[config.mk]
export PLATFORM = sky130hd
export DESIGN_NAME = gfx_mem
export DESIGN_NICKNAME = d
export VERILOG_FILES = /design/src/verilog/gfx_pkg.sv /design/src/verilog/gfx_trans_if.sv /design/src/verilog/gfx_mem.sv /design/src/verilog/gfx_mem_ctrl.sv /design/src/verilog/gfx_req_pipe.sv /design/src/verilog/gfx_skid_buf.sv
export SDC_FILE = /design/constraint.sdc
export NUM_CORES = 1
export LEC_CHECK = 0
export BUFFER_PORTS_ARGS = -buffer_cell sky130_fd_sc_hd__buf_4
export CAP_MARGIN = 25
export CORE_MARGIN = 1
export CORE_UTILIZATION = 50
export CTS_BUF_LIST = sky130_fd_sc_hd__clkbuf_16
export DETAILED_ROUTE_END_ITERATION = 10
export PLACE_DENSITY = 0.75
export REMOVE_ABC_BUFFERS = 1
export SLEW_MARGIN = 40
export SYNTH_ARGS = -nofsm -noshare
export SYNTH_HDL_FRONTEND = slang
export SYNTH_SLANG_ARGS = --single-unit
[constraint.sdc]
create_clock -name clk -period 4.8 [get_ports clk]
set_input_delay 0.24 -clock clk [delete_from_list [all_inputs] [get_ports clk]]
set_output_delay 0.24 -clock clk [all_outputs]
set_load 0.03 [all_outputs]
[src/verilog/gfx_pkg.sv]
package gfx_pkg;

	// one pixel as it sits in video memory
	typedef logic [15:0] mem_word;

	// linear framebuffer coordinate, the same for both clients
	typedef logic [18:0] half_coord;

	// memory word address, a half_coord with zero bits on top
	typedef logic [24:0] mem_addr;

	// a single request on its way to the memory pins, 42 bits wide
	typedef struct packed {
		mem_addr address;
		logic    write;     // 1 for a raster write, 0 for a scan-out read
		mem_word writedata; // don't care on reads
	} mem_trans;

	// depth of the request pipeline between the two skid buffers
	parameter int DEF_TRANS_DEPTH = 3;

	// cycles that read data spends on its way back to scan-out
	parameter int DEF_RDATA_DEPTH = 2;

endpackage
[src/verilog/gfx_trans_if.sv]
`timescale 1ns/1ps

interface gfx_trans_if;

	import gfx_pkg::*;

	// a beat moves on a rising clk where valid and ready are both high
	logic     valid;
	logic     ready;
	mem_trans trans; // must hold still while valid waits for ready

	modport src
	(
		output valid,
		output trans,
		input  ready
	);

	modport snk
	(
		input  valid,
		input  trans,
		output ready
	);

endinterface

[src/verilog/gfx_mem.sv]
`timescale 1ns/1ps

module gfx_mem
#(
	parameter int TRANS_DEPTH = gfx_pkg::DEF_TRANS_DEPTH,
	parameter int RDATA_DEPTH = gfx_pkg::DEF_RDATA_DEPTH
)
(
	input  logic              clk,
	input  logic              arst_n,

	input  logic              mem_waitrequest,
	input  logic              mem_readdatavalid,
	input  gfx_pkg::mem_word   mem_readdata,
	output gfx_pkg::mem_addr   mem_address,
	output logic              mem_read,
	output logic              mem_write,
	output gfx_pkg::mem_word   mem_writedata,

	input  logic              rop_write,
	input  gfx_pkg::mem_word   rop_writedata,
	input  gfx_pkg::half_coord rop_address,
	output logic              rop_waitrequest,

	input  logic              fb_read,
	input  gfx_pkg::half_coord fb_address,
	output logic              fb_waitrequest,
	output logic              fb_readdatavalid,
	output gfx_pkg::mem_word   fb_readdata
);

	// the request path loops out of the controller and back into it
	gfx_trans_if ctrl_to_in();
	gfx_trans_if in_to_pipe();
	gfx_trans_if pipe_to_out();
	gfx_trans_if out_to_ctrl();

	gfx_mem_ctrl #(.RDATA_DEPTH(RDATA_DEPTH)) ctrl
	(
		.req(ctrl_to_in),
		.issue(out_to_ctrl),
		.*
	);

	// registered ready here keeps the client handshake off the long path
	gfx_skid_buf in_skid
	(
		.clk(clk),
		.arst_n(arst_n),
		.up(ctrl_to_in),
		.down(in_to_pipe)
	);

	// extra stages so the route to the memory pins can be closed
	gfx_req_pipe #(.TRANS_DEPTH(TRANS_DEPTH)) req_pipe
	(
		.clk(clk),
		.arst_n(arst_n),
		.up(in_to_pipe),
		.down(pipe_to_out)
	);

	gfx_skid_buf out_skid
	(
		.clk(clk),
		.arst_n(arst_n),
		.up(pipe_to_out),
		.down(out_to_ctrl)
	);

endmodule

[src/verilog/gfx_mem_ctrl.sv]
`timescale 1ns/1ps

module gfx_mem_ctrl
#(
	parameter int RDATA_DEPTH = gfx_pkg::DEF_RDATA_DEPTH
)
(
	input  logic              clk,
	input  logic              arst_n,

	input  logic              rop_write,
	input  gfx_pkg::mem_word   rop_writedata,
	input  gfx_pkg::half_coord rop_address,
	output logic              rop_waitrequest,

	input  logic              fb_read,
	input  gfx_pkg::half_coord fb_address,
	output logic              fb_waitrequest,
	output logic              fb_readdatavalid,
	output gfx_pkg::mem_word   fb_readdata,

	input  logic              mem_waitrequest,
	input  logic              mem_readdatavalid,
	input  gfx_pkg::mem_word   mem_readdata,
	output gfx_pkg::mem_addr   mem_address,
	output logic              mem_read,
	output logic              mem_write,
	output gfx_pkg::mem_word   mem_writedata,

	gfx_trans_if.src          req,
	gfx_trans_if.snk          issue
);

	import gfx_pkg::*;

	localparam int ADDR_PAD = $bits(mem_addr) - $bits(half_coord);

	mem_trans                 trans_in;
	logic [RDATA_DEPTH-1:0]   rd_valid;
	mem_word                  rd_data[RDATA_DEPTH];

	assign req.valid = rop_write || fb_read;
	assign req.trans = trans_in;

	/* scan-out wins every tie. A missed read shows up on screen as a glitch,
	 * while a raster write can just wait its turn. The client that loses
	 * sees waitrequest stuck high, so it keeps its request on the bus
	 */
	always_comb begin
		fb_waitrequest = 1'b1;
		rop_waitrequest = 1'b1;

		trans_in.writedata = rop_writedata; // ignored when the beat is a read

		if (fb_read) begin
			fb_waitrequest = !req.ready;
			trans_in.write = 1'b0;
			trans_in.address = {{ADDR_PAD{1'b0}}, fb_address};
		end else begin
			rop_waitrequest = !req.ready;
			trans_in.write = 1'b1;
			trans_in.address = {{ADDR_PAD{1'b0}}, rop_address};
		end
	end

	// the memory takes the beat on the edge where waitrequest is low
	assign issue.ready = !mem_waitrequest;

	assign mem_read = issue.valid && !issue.trans.write;
	assign mem_write = issue.valid && issue.trans.write;
	assign mem_address = issue.trans.address;
	assign mem_writedata = issue.trans.writedata;

	// read data has no back-pressure, it only needs a fixed delay
	always_ff @(posedge clk or negedge arst_n) begin
		if (!arst_n)
			rd_valid <= '0;
		else begin
			rd_valid[0] <= mem_readdatavalid;
			for (int i = 1; i < RDATA_DEPTH; i++)
				rd_valid[i] <= rd_valid[i - 1];
		end
	end

	always_ff @(posedge clk) begin
		rd_data[0] <= mem_readdata;
		for (int i = 1; i < RDATA_DEPTH; i++)
			rd_data[i] <= rd_data[i - 1];
	end

	assign fb_readdatavalid = rd_valid[RDATA_DEPTH-1];
	assign fb_readdata = rd_data[RDATA_DEPTH-1];

endmodule

[src/verilog/gfx_req_pipe.sv]
`timescale 1ns/1ps

module gfx_req_pipe
#(
	parameter int TRANS_DEPTH = gfx_pkg::DEF_TRANS_DEPTH
)
(
	input  logic  clk,
	input  logic  arst_n,

	gfx_trans_if.snk up,
	gfx_trans_if.src down
);

	import gfx_pkg::*;

	logic [TRANS_DEPTH-1:0] valid; // one flag per stage
	logic [TRANS_DEPTH-1:0] adv;   // stage may load this cycle
	mem_trans               stage[TRANS_DEPTH];

	assign up.ready = adv[0];

	assign down.valid = valid[TRANS_DEPTH-1];
	assign down.trans = stage[TRANS_DEPTH-1];

	/* a stage can take new contents when it is empty or when the stage
	 * after it is able to take its contents. Empty stages keep loading
	 * while the tail is stalled, which squeezes the bubbles out
	 */
	always_comb begin
		adv[TRANS_DEPTH-1] = !valid[TRANS_DEPTH-1] || down.ready;
		for (int i = TRANS_DEPTH - 2; i >= 0; i--)
			adv[i] = !valid[i] || adv[i + 1];
	end

	always_ff @(posedge clk or negedge arst_n) begin
		if (!arst_n)
			valid <= '0;
		else begin
			if (adv[0])
				valid[0] <= up.valid;

			for (int i = 1; i < TRANS_DEPTH; i++)
				if (adv[i])
					valid[i] <= valid[i - 1];
		end
	end

	always_ff @(posedge clk) begin
		if (adv[0])
			stage[0] <= up.trans;

		for (int i = 1; i < TRANS_DEPTH; i++)
			if (adv[i])
				stage[i] <= stage[i - 1]; // payload follows its valid flag
	end

endmodule

[src/verilog/gfx_skid_buf.sv]
`timescale 1ns/1ps

module gfx_skid_buf
(
	input  logic  clk,
	input  logic  arst_n,

	gfx_trans_if.snk up,
	gfx_trans_if.src down
);

	import gfx_pkg::*;

	logic     main_valid, skid_valid, ready_q;
	logic     accept, main_free;
	mem_trans main, skid;

	/* the upstream ready comes straight out of a flop, so the ready path is
	 * cut here. The price is one spare entry that catches the beat which
	 * was already on its way when the downstream side stalled
	 */
	assign up.ready = ready_q;
	assign accept = up.valid && ready_q;
	assign main_free = !main_valid || down.ready; // main empties or hands off this cycle

	assign down.valid = main_valid;
	assign down.trans = main;

	always_ff @(posedge clk or negedge arst_n) begin
		if (!arst_n) begin
			main_valid <= 1'b0;
			skid_valid <= 1'b0;
			ready_q <= 1'b0; // comes up one cycle after reset release
		end else if (main_free) begin
			main_valid <= skid_valid || accept;
			skid_valid <= 1'b0;
			ready_q <= 1'b1;
		end else if (accept) begin
			// downstream is stuck, park the beat and close the door
			skid_valid <= 1'b1;
			ready_q <= 1'b0;
		end
	end

	// the parked beat is older than anything upstream, so it goes first
	always_ff @(posedge clk) begin
		if (main_free)
			main <= skid_valid ? skid : up.trans;

		if (accept && !main_free)
			skid <= up.trans;
	end

endmodule

Word level (Yosys, flattened, before mapping)
Memories as Yosys holds them, arrays and structs flattened. Index checks and enable logic that the tools add are counted.

Bits in latches: 0. Register bits: 179. Word-level logic and storage cells: 69. Bits in read-only memories: 0. Memories kept: 2. RAM bits: 158.

$mul: 0. Equal/unequal tests: 0. Order comparisons: 0. Div/mod/pow operators: 0. Reduce and logical (&&, ||, !) cells: 26. Add/sub/neg operators: 0. Shift-type cells: 0. Bitwise gates (word level): 0. Muxes and demuxes: 19.

Memory list: req_pipe.stage (depth 3, bits a word 42, rd ports 3, clocked after memory_dff 0, wr ports 3, line gfx_req_pipe.sv:19) `mem_trans stage[TRANS_DEPTH];`; ctrl.rd_data (depth 2, bits a word 16, rd ports 2, clocked after memory_dff 0, wr ports 2, line gfx_mem_ctrl.sv:40) `mem_word rd_data[RDATA_DEPTH];`.

Operators by type and width (count): two-way mux 42 bit (2); two-way mux 20 bit (1); two-way mux 1 bit (16); zero test 1 bit (10); logical OR 1 bit (8); logical AND 1 bit (6); nonzero test 2 bit (2).

Logic depth before layout (Yosys ltp)
Gate-level depths: netlist of the first run.

Depth after elaboration: 7. Gate-level depth with buffers: 4.

Modules after synthesis
A second synthesis of the first run with hierarchy kept.

Cells, all modules: 604. Area, all modules: 12477.0 µm².

Modules (own cells, without submodules): gfx_skid_buf (instances 2, cells each 142, area an instance 3345.7 µm²); gfx_req_pipe (instances 1, cells each 178, area an instance 4225.3 µm²); gfx_mem_ctrl (instances 1, cells each 142, area an instance 1560.2 µm²).

Least setup slack after synthesis of the first run
No wires, ideal clock.

Kind: reg2reg. Start: register out_skid.ready_q, in the netlist out_skid.up.ready. End: register in_skid.skid[0] (netlist bit), enable pin. Clock period less this slack: 4.306 ns. Cell stages (with the launch flop): 4. Library setup time: 0.474 ns. Data arrival time: 3.832 ns. Slack: 0.494 ns. Data required time: 4.326 ns. Cells stage by stage: dfrtp_1 and4b_1 inv_1 nor3_1.

Word-level cells in the longest chain between the ends: 6.

RTL lines: start: declaration (line gfx_skid_buf.sv:14) `logic main_valid, skid_valid, ready_q;`; start signal: assignment (line gfx_skid_buf.sv:33) `ready_q <= 1'b0;`; start signal: assignment (line gfx_skid_buf.sv:37) `ready_q <= 1'b1;`; start signal: assignment (line gfx_skid_buf.sv:41) `ready_q <= 1'b0;`; logical OR 1 bit (line gfx_req_pipe.sv:31) `adv[TRANS_DEPTH-1] = !valid[TRANS_DEPTH-1] || down.ready;`; logical OR 1 bit (2 in series) (line gfx_req_pipe.sv:33) `adv[i] = !valid[i] || adv[i + 1];`; net in_skid.down.ready (line gfx_trans_if.sv:16) `input ready`; logical OR 1 bit (line gfx_skid_buf.sv:24) `assign main_free = !main_valid || down.ready;`; zero test 1 bit (line gfx_skid_buf.sv:50) `if (accept && !main_free)`; logical AND 1 bit (line gfx_skid_buf.sv:50); end signal: assignment (line gfx_skid_buf.sv:51) `skid <= up.trans;`; end: declaration (line gfx_skid_buf.sv:16) `mem_trans main, skid;`.

The timed path passes the listed nets, and every way through them passes these cells. A chain may end at the register's enable or synchronous reset.

Final worst setup path of the first run
Start: register out_skid.ready_q, in the netlist out_skid.up.ready. End: register in_skid.skid[24] (netlist bit), enable pin.

The elaborated chain is that of the path after synthesis.

==> results of run 1 <==
-- critical path, stage by stage, from the launching register on --
cell     delay, ns
dfrtp_1       0.43
and4b_1       0.33
inv_1         0.06
buf_4         0.28
nor3_2        0.21
buf_4         0.44
-- registers in the layout (all words and copies together) (netlist names), 2 cells and up --
signal and cells:
ctrl.rd_data 32, in_skid.down.trans 36, req_pipe.stage 108, out_skid.down.trans 36, req_pipe.valid 3, out_skid.skid 36
ctrl.rd_valid 2, in_skid.skid 36
-- cells in the final DEF (no fill, tap or decap), types with 2 or more instances in the layout --
cell,n
o211ai_1,2
inv_2,2
dlygate4sd3_1,35
buf_4,136
dfrtp_1,11
clkbuf_16,27
mux2_4,30
edfxtp_1,252
clkinv_2,7
clkinv_4,2
dfxtp_1,32
conb_1,6
o21ai_0,2
inv_1,13
mux2_2,60
nand2_1,6
buf_8,2
nand2b_1,3
-- Yosys cell counts (all sizes together), types with 2 or more instances --
cell	count	area, sq um
o211ai	2	15.0
buf	68	518
o21ai	2	10.0
mux2	90	1130
nand2b	4	25.0
edfxtp	252	7570
nor2	2	7.51
dfrtp	11	275
inv	5	18.8
nand2	7	26.3
dfxtp	32	641
-- cells by family (layout without fill, tap and decap cells) --
family / after synthesis / after routing
compound gates: 7 / 7
buf+inv: 73 / 226
simple gates: 18 / 18
flops: 295 / 295
other cells: 1 / 6
mux: 90 / 90
-- area by class of cell --
class | instances | share of cell area [%]
Clock buffer | 27 | 5.48
Inverter | 5 | 0.152
Clock inverter | 21 | 0.822
Multi-Input combinational cell | 121 | 10.7
Sequential cell | 295 | 68.8
Timing Repair Buffer | 173 | 11.4
Tap cell | 270 | 2.74
-- power groups by stage --
stage | registers [uW] | logic [uW] | clock network (uW)
3_5_place_dp | 4640 | 1580 | 0
3_3_place_gp | 4590 | 1530 | 0
5_1_grt | 4680 | 1700 | 2000
2_1_floorplan | 4860 | 691 | 0
4_1_cts | 4600 | 1620 | 1900
6_report | 4580 | 1590 | 1850
-- repair_timing --
| item | in CTS | in global routing |
|---|---|---|
| hold buffers | 35 | 0 |
| resized for setup | 0 | 0 |
| hold endpoints to repair | 45 | 0 |
| setup buffers | 0 | 0 |
-- per-stage QoR --
stage	hold WS (ns)	cells	area, sq um
global placement	0.0881	827	11200
finish	0.0340	912	12300
floorplan	-0.0556	421	9790
global route	0.0186	912	12300
CTS	0.0151	912	12300
detailed placement	0.0962	829	11200
-- worst max-delay path by stage --
stage,startpoint,end,slack [ns],cells past startpoint
after CTS,out_skid.down.valid,out_skid.skid[13],2.59,4
final,out_skid.up.ready,in_skid.skid[24],2.65,5
after global routing,req_pipe.valid[2],in_skid.skid[28],2.46,5
after floorplan,out_skid.up.ready,in_skid.skid[0],0.49,3
after detailed placement,out_skid.down.valid,out_skid.skid[8],2.60,4
after global placement,out_skid.down.valid,out_skid.skid[13],2.58,2
-- routing by layer --
layer	vias up	wire length (um)	GRT usage, %
li1	2032	-	-
met1	2040	5980	16.8
met2	131	7060	23.2
met3	20	777	2.82
met4	0	261	4.84
met5	-	0	0
==> impl_metrics.csv, run 1 <==
group,metric,value,unit
grt,grt_overflow,0,
logic_synthesis,ys_async_sr_fraction,3.73,%
detailed_routing,wl,14100,um
setup_path,worstSetupEndpointType,"register",
finish,antenna_cells,0,
power_and_ir_drop,power,8030,uW
floorplan,die-height,145,um
timing,setup_viol,0,
timing,worst_pin_slew,0.741,ns
power_and_ir_drop,peakVddDrop,297,uV
floorplan,pin_count,138,
power_and_ir_drop,powerDensity,651,mW/mm^2
timing,finalHoldViolCount,0,
floorplan,initial_core_util,50.8,%
setup_path,rrSetupSlack,2.65,ns
cts,cts_tree,"yes",
power_and_ir_drop,power_frac_seq,57.1,%
floorplan,coreArea,0.0202,sq mm
grt,grt_max_degree,41,
finish,final_core_util,61.0,%
floorplan,die_area,0.0212,sq mm
cts,clock_latency,0.52,ns
logic_synthesis,yosysSeqAreaShare,82.5,%
placement,routabilityCongestion,0.711,
cts,clkTransAtPathRegs,0.06,ns
timing,fmax,0.465,GHz
logic_synthesis,synth_fa_ha_area_share,0,%
detailed_routing,first_iter_violations,214,
logic_synthesis,postSynthCellCount,484,
logic_synthesis,synth-edff-count,252,
timing,fin_setup_tns,0,ns
timing,period_needed,2.15,ns
run_status,outcome,"finished clean",
setup_path,reg2reg_from,"out_skid.up.ready",
detailed_routing,drt-pass1-iter-count,4,
timing,slew_headroom,50.6,%
cts,cts_sinks,295,
timing,fin_skew,0.0202,ns
timing,worst_slack,2.65,ns
timing,rsz0062_at_grt,"false",
cts,cts_root_buf,"clkbuf_16",
grt,grt_pass1_vias,4305,
power_and_ir_drop,intPower,5890,uW
cts,cts_made_buffers,26,
setup_path,reg2reg_to,"in_skid.skid[24]",
power_and_ir_drop,netSwitchingFraction,26.6,%
power_and_ir_drop,combPwrFrac,19.8,%
hold_path,min_path_cells,2,
finish,regArea,0.00848,sq mm
logic_synthesis,synth_top_family_by_area,"multiplexers",
finish,fin_nets,698,
logic_synthesis,yosys_warnings,0,
logic_synthesis,ys_types,24,
flow_run,cap_violations,0,
cts,cts_buffer_depth,3,
grt,grt_first_pass_wirelength,22400,um
detailed_routing,postRouteAntennaNets,0,
logic_synthesis,synth_ff_type,"edfxtp_1",
timing,fin_crit_sh,44.8,%
setup_path,arrival,2.30,ns
grt,antenna_found_initial,0,
logic_synthesis,synthSimpleGateAreaFrac,0.912,%
finish,drive_gt1_share,42.2,%
logic_synthesis,ys_ff_latch,295,
power_and_ir_drop,pwr-share-clk,23.1,%
setup_path,criticalPathCategory,"reg2reg",
hold_path,hp-class,"in2reg",
logic_synthesis,synth_area_per_cell,21.3,sq um
logic_synthesis,synth-compound-area-share,0.438,%
placement,place_ws,2.60,ns
setup_path,start_kind,"register",
hold_path,hp-start,"rop_address[14]",
finish,syn2layout_area_growth,19.9,%
detailed_routing,num_vias,4223,
detailed_routing,drc,0,
setup_path,r2r_cells,5,
placement,portBuffers,131,
grt,grt_usage,13.4,%
timing,slew_violations,0,
logic_synthesis,netlist_area,0.0103,sq mm
floorplan,num_rows,52,
setup_path,crit_required,4.95,ns
placement,dpl.hpwl,8980,um
power_and_ir_drop,p_leak,0.00472,uW
setup_path,crit_fanout,40,
power_and_ir_drop,p_sw,2130,uW
finish,multi_input_area,0.00132,sq mm
detailed_routing,wl_per_cell,15.4,um
logic_synthesis,synth_xor_area_share,0,%
detailed_routing,via_per_inst,4.63,
floorplan,die_w,145,um
hold_path,hold_end,"in_skid.skid[31]",
finish,fill_cells,1362,
cts,htreeDepth,1,
logic_synthesis,muxShareOfSynthArea,10.9,%
Power figures use the tool's default switching activity.
==> inputs of run 2 (changes only) <==
- ABC_AREA: default -> 1
- clock period: 4.8 -> 2 ns (I/O delays scaled with it)
==> run 2 against run 1 <==
Die area grew 0.16%. Core utilization is 3.1 points higher. Final area up 5.1%. Clock power grew to 2.8 times the previous value. Register-to-register slack worse by 2.4 ns. Global-route usage is 2.1 points higher. Setup slack worse by 2.4 ns. Hold slack worse by 0.011 ns. Largest cell class unchanged.
==> impl_metrics.csv, run 2 <==
group,metric,value,unit
detailed_routing,num_vias,5024,
timing,fin_setup_tns,0,ns
cts,post_cts_buffers,0,
detailed_routing,first_iter_violations,239,
detailed_routing,wl,16300,um
setup_path,criticalPathCategory,"reg2reg",
timing,setup_viol,0,
timing,worst_pin_slew,0.720,ns
logic_synthesis,synth_area_per_cell,17.6,sq um
grt,grt_first_pass_wirelength,26200,um
timing,slew_violations,0,
finish,fin_nets,848,
grt,antenna_found_initial,0,
floorplan,coreArea,0.0202,sq mm
grt,grt_max_degree,40,
logic_synthesis,netlist_area,0.0103,sq mm
timing,fmax,0.570,GHz
power_and_ir_drop,powerDensity,1560,mW/mm^2
floorplan,die-height,146,um
setup_path,arrival,2.04,ns
finish,syn2layout_area_growth,25.8,%
detailed_routing,via_per_inst,4.72,
setup_path,worstSetupEndpointType,"register",
finish,largest_reg_flops,108,
finish,final_common_cell,"edfxtp_1",
setup_path,crit_required,2.28,ns
logic_synthesis,postSynthCellCount,585,
hold_path,hp-class,"in2reg",
timing,period_needed,1.75,ns
floorplan,pin_count,138,
floorplan,initial_core_util,50.9,%
logic_synthesis,synth.most_common_cell,"edfxtp_1",
finish,mostFrequentLayoutCells,"252 x edfxtp_1, 141 x buf_4, 115 x nand2_1",
logic_synthesis,synthTopCellsByCount,"252 x edfxtp_1, 116 x nand2_1, 57 x buf_4, 32 x dfxtp_1, 29 x mux2_4",
timing,fin_crit_sh,87.7,%
cts,clock_latency,0.53,ns
finish,antenna_cells,0,
logic_synthesis,synth-edff-count,252,
placement,routabilityCongestion,0.804,
logic_synthesis,ys_types,23,
floorplan,die_w,146,um
setup_path,crit_fanout,20,
cts,clkTransAtPathRegs,0.06,ns
logic_synthesis,synth_ff_type,"edfxtp_1",
flow_run,cap_violations,0,
detailed_routing,drt-pass1-iter-count,5,
logic_synthesis,yosys_warnings,0,
logic_synthesis,ys_ff_latch,295,
timing,finalHoldViolCount,0,
logic_synthesis,yosysSeqAreaShare,82.3,%
run_status,outcome,"finished clean",
timing,slew_headroom,52.0,%
cts,cts_sinks,295,
detailed_routing,wl_per_cell,15.3,um
timing,rsz0062_at_grt,"false",
power_and_ir_drop,p_leak,0.00514,uW
placement,dp.cells,931,
detailed_routing,postRouteAntennaNets,0,
logic_synthesis,ys_async_sr_fraction,3.73,%
finish,largest-register,"req_pipe.stage",
logic_synthesis,synth_top_area_share,73.4,%
setup_path,start_kind,"register",
floorplan,num_rows,52,
cts,cts-hold-fix-buffers,81,
placement,portBuffers,131,
logic_synthesis,synth.largest_area_cell,"edfxtp_1",
logic_synthesis,yosys-top-cells-area,"edfxtp_1 73%, dfxtp_1 6.2%, mux2_4 4.2%",
floorplan,die_area,0.0212,sq mm
grt,grt_usage,15.5,%
grt,grt_pass1_vias,5202,
detailed_routing,drc,0,
finish,fill_cells,1368,
grt,grt_overflow,0,
timing,fin_skew,0.0115,ns
cts,cts_made_buffers,28,
power_and_ir_drop,peakVddDrop,817,uV
cts,cts.repair.resized,0,
cts,htreeDepth,1,
cts,cts_tree,"yes",
cts,cts_buffer_depth,3,
cts,cts_root_buf,"clkbuf_16",
finish,final_cells,1064,
finish,drive_gt1_share,29.5,%
placement,dpl.hpwl,9950,um
-- run 2: cell count changes after synthesis, sizes merged, moves of 2 or more --
| cell | previous run | this run |
|---|---|---|
| nand2 | 7 | 116 |
| mux2 | 90 | 36 |
| nor2 | 2 | 26 |
| a31oi | 0 | 19 |
| inv | 5 | 11 |
| nand2b | 4 | 0 |
| buf | 68 | 71 |
| nand3 | 0 | 2 |
| o211ai | 2 | 0 |
| or2 | 0 | 2 |
-- run 2: metal layers --
metal / wire length (um) / vias to the layer above / global-route usage [%]
met5: 0 / - / 0
met4: 470 / 0 / 6.84
met3: 964 / 36 / 3.29
met2: 8180 / 175 / 26.9
met1: 6660 / 2402 / 18.9
li1: - / 2411 / -
-- run 2: cells by family after synthesis --
logic type             synth area share [%]
AND/OR/NAND/NOR                        5.56
multiplexers                           4.99
buffers and inverters                  5.77
other                                0.0364
flip-flops                             82.3
AO/OA/AOI/OAI                          1.32
-- run 2: path summary, 6_finish.rpt --
check | cells after the start | endpoint | startpoint | slack, ns
min in group asynchronous | 3 | req_pipe.valid[2] | arst_n | 0.67
max in group asynchronous | 3 | out_skid.skid_valid | arst_n | 0.91
setup reg to reg | 5 | req_pipe.stage[0][27] | out_skid.up.ready | 0.25
hold / removal | 3 | in_skid.down.trans[20] | fb_address[3] | 0.02
hold reg to reg | 0 | ctrl.rd_data[0][25] | ctrl.rd_data[0][9] | 0.33
setup / recovery | 5 | req_pipe.stage[0][27] | out_skid.up.ready | 0.25
-- run 2: final cells by class --
class,count,area (sq um),share of cell area (%)
well taps,270,338,2.61
clock buffers,29,726,5.60
repair buffers,224,1910,14.7
clock inverters,23,201,1.55
inverters,11,41.3,0.318
flip-flops and latches,295,8480,65.4
multi-input cells,212,1270,9.77
-- run 2: worst max-delay path: stages, from the launching register on --
cell     delay, ns
dfrtp_1       0.39
inv_1         0.14
nand3_2       0.10
nor2_1        0.20
inv_1         0.37
buf_12        0.29
-- run 2: through the flow --
stage / total power (uW) / instance area [sq um] / utilization [%] / hold WS [ns] / setup slack [ns]
3_3_place_gp: 14800 / 11200 / 55.5 / -0.0567 / 0.437
2_1_floorplan: 13500 / 9770 / - / -0.196 / -2.24
5_1_grt: 21200 / 13000 / 64.1 / 0.0135 / 0.143
4_1_cts: 20400 / 13000 / 64.1 / 0.00665 / 0.253
6_report: 20300 / 13000 / 64.1 / 0.0232 / 0.246
3_5_place_dp: 15100 / 11200 / 55.5 / -0.0472 / 0.339
-- run 2: power breakdown --
part / switching (uW) / internal, uW / total (uW)
Sequential: 833 / 10200 / 11000
Clock: 2170 / 3020 / 5190
Combinational: 2450 / 1580 / 4040
